===== src/source/uart_pkg.sv =====
package uart_pkg;

    // ----------------------------------------
    // baud timing
    // ----------------------------------------
    localparam int CLK_DIV    = 4;              // cen cycles per tick
    localparam int BIT_TICKS  = 8;              // ticks per serial bit
    localparam int HALF_TICKS = BIT_TICKS / 2;  // start edge to start bit centre
    localparam int DATA_BITS  = 8;              // payload bits per frame

    localparam int DIV_W  = $clog2(CLK_DIV);    // tick divider width
    localparam int TICK_W = $clog2(BIT_TICKS);  // bit period countdown width
    localparam int BIT_W  = $clog2(DATA_BITS);  // data bit index width

    // ----------------------------------------
    // types
    // ----------------------------------------
    typedef logic [DATA_BITS-1:0] uart_byte_t;

    typedef enum logic [1:0] {
        RX_IDLE,   // waiting for falling edge
        RX_START,  // half bit to start bit centre
        RX_DATA,   // shifting in payload
        RX_STOP    // checking stop bit
    } rx_state_e;

    typedef enum logic [1:0] {
        TX_IDLE,
        TX_START,
        TX_DATA,
        TX_STOP
    } tx_state_e;

endpackage


===== src/source/uart_tick_gen.sv =====
`timescale 1ns/1ps

module uart_tick_gen (
    input  logic clk,
    input  logic rst_n,
    input  logic cen,    // clock enable qualifies every count
    output logic tick    // one cycle every CLK_DIV enabled cycles
);
    import uart_pkg::*;

    // ----------------------------------------
    // free-running divider
    // ----------------------------------------
    logic [DIV_W-1:0] div_cnt;   // counts down to zero

    always_ff @(posedge clk or negedge rst_n) begin
        if (!rst_n) begin
            div_cnt <= DIV_W'(CLK_DIV - 1);
            tick    <= 1'b0;
        end else if (cen) begin
            if (div_cnt == '0) begin
                div_cnt <= DIV_W'(CLK_DIV - 1);   // reload
                tick    <= 1'b1;
            end else begin
                div_cnt <= div_cnt - 1'b1;
                tick    <= 1'b0;
            end
        end
        // cen low holds counter and tick
    end

endmodule


===== src/source/uart_rx.sv =====
`timescale 1ns/1ps

module uart_rx (
    input  logic                 clk,
    input  logic                 rst_n,
    input  logic                 cen,
    input  logic                 tick,      // oversampling tick
    input  logic                 uart_rx,   // raw serial line
    output uart_pkg::uart_byte_t rx_data,   // last good byte
    output logic                 rx_done,   // frame finished
    output logic                 rx_error   // bad stop bit
);
    import uart_pkg::*;

    // ----------------------------------------
    // input synchronizer
    // ----------------------------------------
    logic rx_meta;   // first stage
    logic rx_sync;   // safe to use

    always_ff @(posedge clk or negedge rst_n) begin
        if (!rst_n) begin
            rx_meta <= 1'b1;   // line idles high
            rx_sync <= 1'b1;
        end else if (cen) begin
            rx_meta <= uart_rx;
            rx_sync <= rx_meta;
        end
    end

    // ----------------------------------------
    // receive FSM
    // ----------------------------------------
    rx_state_e         state;
    logic [TICK_W-1:0] tick_cnt;    // ticks left to next sample
    logic [BIT_W-1:0]  bit_cnt;     // data bit index
    uart_byte_t        shift_reg;   // assembled payload
    logic              sample;      // sample point reached

    assign sample = tick && (tick_cnt == '0);

    always_ff @(posedge clk or negedge rst_n) begin
        if (!rst_n) begin
            state    <= RX_IDLE;
            tick_cnt <= '0;
            bit_cnt  <= '0;
            rx_data  <= '0;
            rx_done  <= 1'b0;
            rx_error <= 1'b0;
        end else begin
            rx_done <= 1'b0;   // single clock pulse
            if (cen) begin
                // bit period countdown while busy
                if (state != RX_IDLE && tick) begin
                    tick_cnt <= sample ? TICK_W'(BIT_TICKS - 1) : tick_cnt - 1'b1;
                end
                case (state)
                    RX_IDLE: begin
                        if (!rx_sync) begin   // falling edge seen
                            state    <= RX_START;
                            tick_cnt <= TICK_W'(HALF_TICKS - 1);
                        end
                    end
                    RX_START: begin
                        if (sample) begin
                            if (rx_sync) begin
                                state <= RX_IDLE;   // line high again so only a glitch
                            end else begin
                                state   <= RX_DATA;
                                bit_cnt <= '0;
                            end
                        end
                    end
                    RX_DATA: begin
                        if (sample) begin
                            if (bit_cnt == BIT_W'(DATA_BITS - 1)) begin
                                state <= RX_STOP;
                            end else begin
                                bit_cnt <= bit_cnt + 1'b1;
                            end
                        end
                    end
                    RX_STOP: begin
                        if (sample) begin
                            state   <= RX_IDLE;
                            rx_done <= 1'b1;
                            if (rx_sync) begin   // stop bit ok
                                rx_data  <= shift_reg;
                                rx_error <= 1'b0;
                            end else begin
                                rx_error <= 1'b1;   // framing error keeps old byte
                            end
                        end
                    end
                    default: state <= RX_IDLE;
                endcase
            end
        end
    end

    // lsb first so shift in from the top
    always_ff @(posedge clk) begin
        if (cen && sample && state == RX_DATA) begin
            shift_reg <= {rx_sync, shift_reg[DATA_BITS-1:1]};
        end
    end

endmodule


===== src/source/uart_tx.sv =====
`timescale 1ns/1ps

module uart_tx (
    input  logic                 clk,
    input  logic                 rst_n,
    input  logic                 cen,
    input  logic                 tick,      // oversampling tick
    input  uart_pkg::uart_byte_t tx_data,   // byte to send
    input  logic                 tx_wr,     // write strobe
    output logic                 uart_tx,   // serial out, high when idle
    output logic                 tx_done    // end of stop bit
);
    import uart_pkg::*;

    // ----------------------------------------
    // transmit FSM
    // ----------------------------------------
    tx_state_e         state;
    logic [TICK_W-1:0] tick_cnt;    // ticks left in current bit
    logic [BIT_W-1:0]  bit_cnt;     // data bits already on the line
    uart_byte_t        shift_reg;   // bits still to send
    logic              bit_end;     // current bit period over

    assign bit_end = tick && (tick_cnt == '0);

    always_ff @(posedge clk or negedge rst_n) begin
        if (!rst_n) begin
            state    <= TX_IDLE;
            tick_cnt <= '0;
            bit_cnt  <= '0;
            uart_tx  <= 1'b1;
            tx_done  <= 1'b0;
        end else begin
            tx_done <= 1'b0;   // single clock pulse
            if (cen) begin
                if (tx_wr) begin   // restarts even mid frame
                    state    <= TX_START;
                    tick_cnt <= TICK_W'(BIT_TICKS - 1);
                    bit_cnt  <= '0;
                    uart_tx  <= 1'b0;   // start bit
                end else if (state != TX_IDLE && tick) begin
                    tick_cnt <= bit_end ? TICK_W'(BIT_TICKS - 1) : tick_cnt - 1'b1;
                    if (bit_end) begin
                        case (state)
                            TX_START: begin
                                state   <= TX_DATA;
                                uart_tx <= shift_reg[0];   // lsb first
                            end
                            TX_DATA: begin
                                if (bit_cnt == BIT_W'(DATA_BITS - 1)) begin
                                    state   <= TX_STOP;
                                    uart_tx <= 1'b1;   // stop bit
                                end else begin
                                    bit_cnt <= bit_cnt + 1'b1;
                                    uart_tx <= shift_reg[0];
                                end
                            end
                            TX_STOP: begin
                                state   <= TX_IDLE;
                                tx_done <= 1'b1;
                            end
                            default: state <= TX_IDLE;
                        endcase
                    end
                end
            end
        end
    end

    // payload shifter
    always_ff @(posedge clk) begin
        if (cen) begin
            if (tx_wr) begin
                shift_reg <= tx_data;
            end else if (bit_end && (state == TX_START || state == TX_DATA)) begin
                shift_reg <= {1'b0, shift_reg[DATA_BITS-1:1]};   // next bit to lsb
            end
        end
    end

endmodule


===== src/source/uart_top.sv =====
`timescale 1ns/1ps

module uart_top (
    input  logic       clk,
    input  logic       rst_n,
    input  logic       cen,        // global clock enable
    // serial pins
    input  logic       uart_rx,
    output logic       uart_tx,
    // receive side
    output logic [7:0] rx_data,
    output logic       rx_done,
    output logic       rx_error,
    // transmit side
    input  logic [7:0] tx_data,
    input  logic       tx_wr,
    output logic       tx_done
);

    // ----------------------------------------
    // shared baud tick
    // ----------------------------------------
    logic tick;   // feeds both directions

    uart_tick_gen tick_gen_i (
        .clk   (clk),
        .rst_n (rst_n),
        .cen   (cen),
        .tick  (tick)
    );

    // ----------------------------------------
    // receiver
    // ----------------------------------------
    uart_rx rx_i (
        .clk      (clk),
        .rst_n    (rst_n),
        .cen      (cen),
        .tick     (tick),
        .uart_rx  (uart_rx),
        .rx_data  (rx_data),
        .rx_done  (rx_done),
        .rx_error (rx_error)
    );

    // ----------------------------------------
    // transmitter
    // ----------------------------------------
    uart_tx tx_i (
        .clk     (clk),
        .rst_n   (rst_n),
        .cen     (cen),
        .tick    (tick),
        .tx_data (tx_data),
        .tx_wr   (tx_wr),
        .uart_tx (uart_tx),
        .tx_done (tx_done)
    );

endmodule


===== config.mk =====
export PLATFORM = sky130hd
export DESIGN_NAME = uart_top
export DESIGN_NICKNAME = d
export VERILOG_FILES = /design/src/source/uart_pkg.sv /design/src/source/uart_tick_gen.sv /design/src/source/uart_rx.sv /design/src/source/uart_tx.sv /design/src/source/uart_top.sv
export SDC_FILE = /design/constraint.sdc
export NUM_CORES = 1
export LEC_CHECK = 0
export BUFFER_PORTS_ARGS = -buffer_cell sky130_fd_sc_hd__buf_4
export CELL_PAD_IN_SITES_DETAIL_PLACEMENT = 1
export CELL_PAD_IN_SITES_GLOBAL_PLACEMENT = 1
export CORE_MARGIN = 2
export CORE_UTILIZATION = 30
export DETAILED_ROUTE_END_ITERATION = 6
export PLACE_DENSITY = 0.53
export SYNTH_ARGS = -nofsm -noshare
export SYNTH_HDL_FRONTEND = slang
export SYNTH_SLANG_ARGS = --single-unit
export TNS_END_PERCENT = 20

===== constraint.sdc =====
create_clock -name clk -period 1.9 [get_ports clk]
set_input_delay 0.19 -clock clk [delete_from_list [all_inputs] [get_ports clk]]
set_output_delay 0.19 -clock clk [all_outputs]
set_load 0.03 [all_outputs]

==> flow_summary.ini <==
[power_and_ir_drop]
p_per_area_nw_per_um2 = 972
switching_share = 0.319
ir_drop_uv = 346
p_leak_nw = 1.26
combPwrFrac = 0.276
power_frac_seq = 0.511
clock_power_share = 0.212
p_sw_mw = 0.866
power.internal_mw = 1.85

[detailed_routing]
ant_nets = 0
vias = 1552
drt_iter0_drc = 58
vias_per_cell = 4.76
routedWlPerCell_um = 14.1
drt-total-wl_um = 4600
dr.pass1.iters = 4
drc = 0

[placed_design]
hpwl_um = 3220
place_inst = 317
gp_congestion = 0.719
numPortBuffers = 24

[setup_path]
worst_setup_path_end_kind = register
critical_path_class = register to register
crit_required_ps = 2080
worstRegToRegCells = 6
crit_path_start_kind = register
crit_slowest_cell = dfrtp_1
crit_path_max_incr_delay_ps = 410
critPathTopFamily = simple AND/OR/NAND/NOR gates
rr_startpoint = tx_i.bit_cnt[0]
path_buf_inv = 0
cp.arrival_ps = 1980
r2r-end = tx_i.bit_cnt[2]
crit_top_cell = ha_1
crit_fanout = 4
crit_path_cell_trace = ha_1, ha_1, nand2b_2, or3_4, a22oi_1, o2bb2ai_1
r2r_setup_slack_ps = 90

[sta]
max_freq_ghz = 0.554
min_period_ps = 1810
skew_ps = 6.77
fin_setup_tns_ps = 0
fin_crit_sh = 0.950
max_slew_margin = 0.700
drv_slew = 0
hold_violations = 0
rsz0062_at_grt = no
tightest_slew_ps = 446
setup_viol = 0

[die]
core_um2 = 7690
placementRows = 32
ios = 25
die_w_um = 92.7
fp.dieArea_um2 = 8590
start_util = 0.307
die_y_um = 92.7

[global_routing]
grtUsageTotal = 0.118
grt_pass1_wl_um = 7980
overflow = 0
antenna_found_initial = 0
grt_max_degree = 34
first_global_vias = 1662

[final_layout]
antenna_cells = 0
drive_gt1_frac = 0.299
stdcell_count = 326
num-nets-final = 255
syn_to_final_growth_pct = 18.6

[yosys]
yosys_register_bits = 49
ys_warn_count = 0
syn-cell-area_um2 = 2360
postSynthCellCount = 192
syn_area_per_cell_um2 = 12.3
synthesis.nets = 223
synth.distinct_cells = 41
seq_area_frac_synth = 0.556

[min_path]
hold_path.startpoint = uart_rx
hp-class = input pin to register
holdPathStages = 2
holdPathEnd = rx_i.rx_meta

[clock_tree]
path_clk_slew_ps = 90
cts_buffer_depth = 2
root_buffer = clkbuf_8
clk_latency_ps = 300
clock-sinks = 49
cts_tree = done
cts_buffers = 5
htree_levels = 2

[job]
maxCapViolCount = 0

[run_status]
status = completed
-- how the worst max path moves through the flow --
stage / depth (start not counted) / slack (ps) / endpoint / startpoint
floorplan: 5 / 170 / rx_i.shift_reg[0] / rx_i.state[0]
global placement: 6 / 120 / rx_i.bit_cnt[0] / rx_i.bit_cnt[0]
detailed placement: 6 / 70 / tx_i.bit_cnt[2] / tx_i.bit_cnt[0]
CTS: 6 / 50 / tx_i.bit_cnt[2] / tx_i.bit_cnt[0]
global route: 6 / 2 / tx_i.bit_cnt[2] / tx_i.bit_cnt[0]
finish: 6 / 90 / tx_i.bit_cnt[2] / tx_i.bit_cnt[0]
-- worst reg2reg max path: cells and delay by family (launching register included) --
family          cells  cell delay (ps)
flops               1              410
simple gates        2              560
compound gates      2              290
fa+ha+maj           2              420
-- power by group through the flow --
stage	combinational (mW)	clock, mW	sequential [mW]
after floorplan	0.467	0	1.44
final	0.751	0.578	1.39
after global routing	0.859	0.647	1.42
after global placement	0.729	0	1.41
after CTS	0.743	0.619	1.40
after detailed placement	0.739	0	1.41
-- layout by cell type, fill, tap and decap left out, types with 2 or more instances in the layout --
cell,Yosys,routed
dfstp_2,5,5
mux2i_1,4,4
o31ai_1,4,4
dfrtp_1,28,28
nand3b_1,3,3
clkbuf_8,0,5
a21oi_1,8,8
ha_1,18,18
o2bb2ai_1,4,4
o21ai_0,6,6
nand2b_1,5,4
edfxtp_1,16,16
nand2_1,11,11
nor2_1,9,9
inv_1,10,10
a22oi_1,3,2
buf_4,1,31
o211ai_1,2,2
a21o_1,3,3
mux2_2,18,18
nand3_1,8,7
-- cells in the mapped netlist --
master / number / area, um2
nand3_1: 8 / 40.0
nand3b_1: 3 / 22.5
a21o_1: 3 / 22.5
edfxtp_1: 16 / 480
o31ai_1: 4 / 30.0
o211ai_1: 2 / 15.0
and4bb_2: 1 / 12.5
a211oi_1: 1 / 7.51
nand2_1: 11 / 41.3
mux2i_1: 4 / 40.0
o2bb2ai_1: 4 / 35.0
ha_1: 18 / 225
nor2_1: 9 / 33.8
a211o_1: 1 / 8.76
o22ai_1: 1 / 6.26
nor2b_1: 1 / 6.26
a41oi_1: 1 / 8.76
clkbuf_1: 5 / 18.8
a22oi_1: 3 / 22.5
o32ai_1: 1 / 8.76
a21oi_1: 8 / 40.0
or3_1: 1 / 6.26
nand2b_1: 5 / 31.3
buf_4: 1 / 7.51
nor4_1: 2 / 12.5
nand4_1: 1 / 6.26
dfrtp_1: 28 / 701
inv_2: 1 / 3.75
inv_1: 10 / 37.5
and3b_1: 1 / 8.76
mux2_2: 18 / 203
nor3_1: 1 / 5.00
nor2_2: 1 / 6.26
buf_2: 1 / 5.00
o21ai_0: 6 / 30.0
xor2_1: 1 / 8.76
dfstp_2: 5 / 131
nor3b_1: 1 / 7.51
and2_1: 1 / 6.26
and3_1: 1 / 6.26
nor4b_1: 1 / 8.76
-- metrics by stage --
step	area (um2)	total power [mW]	setup WS, ps	utilization	hold WS, ps
2_1_floorplan	2360	1.91	170	-	-106
3_3_place_gp	2680	2.14	117	0.349	182
3_5_place_dp	2680	2.15	74.5	0.349	182
4_1_cts	2770	2.76	51.6	0.360	108
5_1_grt	2800	2.92	1.56	0.364	114
6_report	2800	2.72	94.5	0.364	125
-- timing repair --
action	in CTS	in global routing
setup buffers	0	1
gates resized for setup	0	5
endpoints found under the hold margin	28	0
setup endpoints to repair	0	4
hold buffers	1	0
-- kinds of logic after synthesis --
logic type	count (synthesis)	synth area share
buffers and inverters	18	0.0308
and+or+nand+nor	49	0.111
xor gates and xnor gates	1	0.00371
muxes	22	0.103
DFF	49	0.556
AOI/OAI and AO/OA	35	0.0997
adders and majority gates	18	0.0955
-- per-layer routing --
metal | wire (um) | track usage | vias up | share of wire
li1 | - | - | 757 | -
met1 | 2260 | 0.154 | 765 | 0.49
met2 | 2100 | 0.188 | 26 | 0.46
met3 | 187 | 0.0301 | 4 | 0.041
met4 | 55 | 0.0441 | 0 | 0.012
met5 | 0 | 0 | - | 0
-- layout make-up --
type                            instances  area, um2
Clock buffer                            6       72.6
Fill cell                             861       4890
Sequential cell                        49       1310
Inverter                               11       41.3
Multi-Input combinational cell        125        997
Clock inverter                          1       3.75
Tap cell                              102        128
Timing Repair Buffer                   32        243
Power figures use the tool's default switching activity.
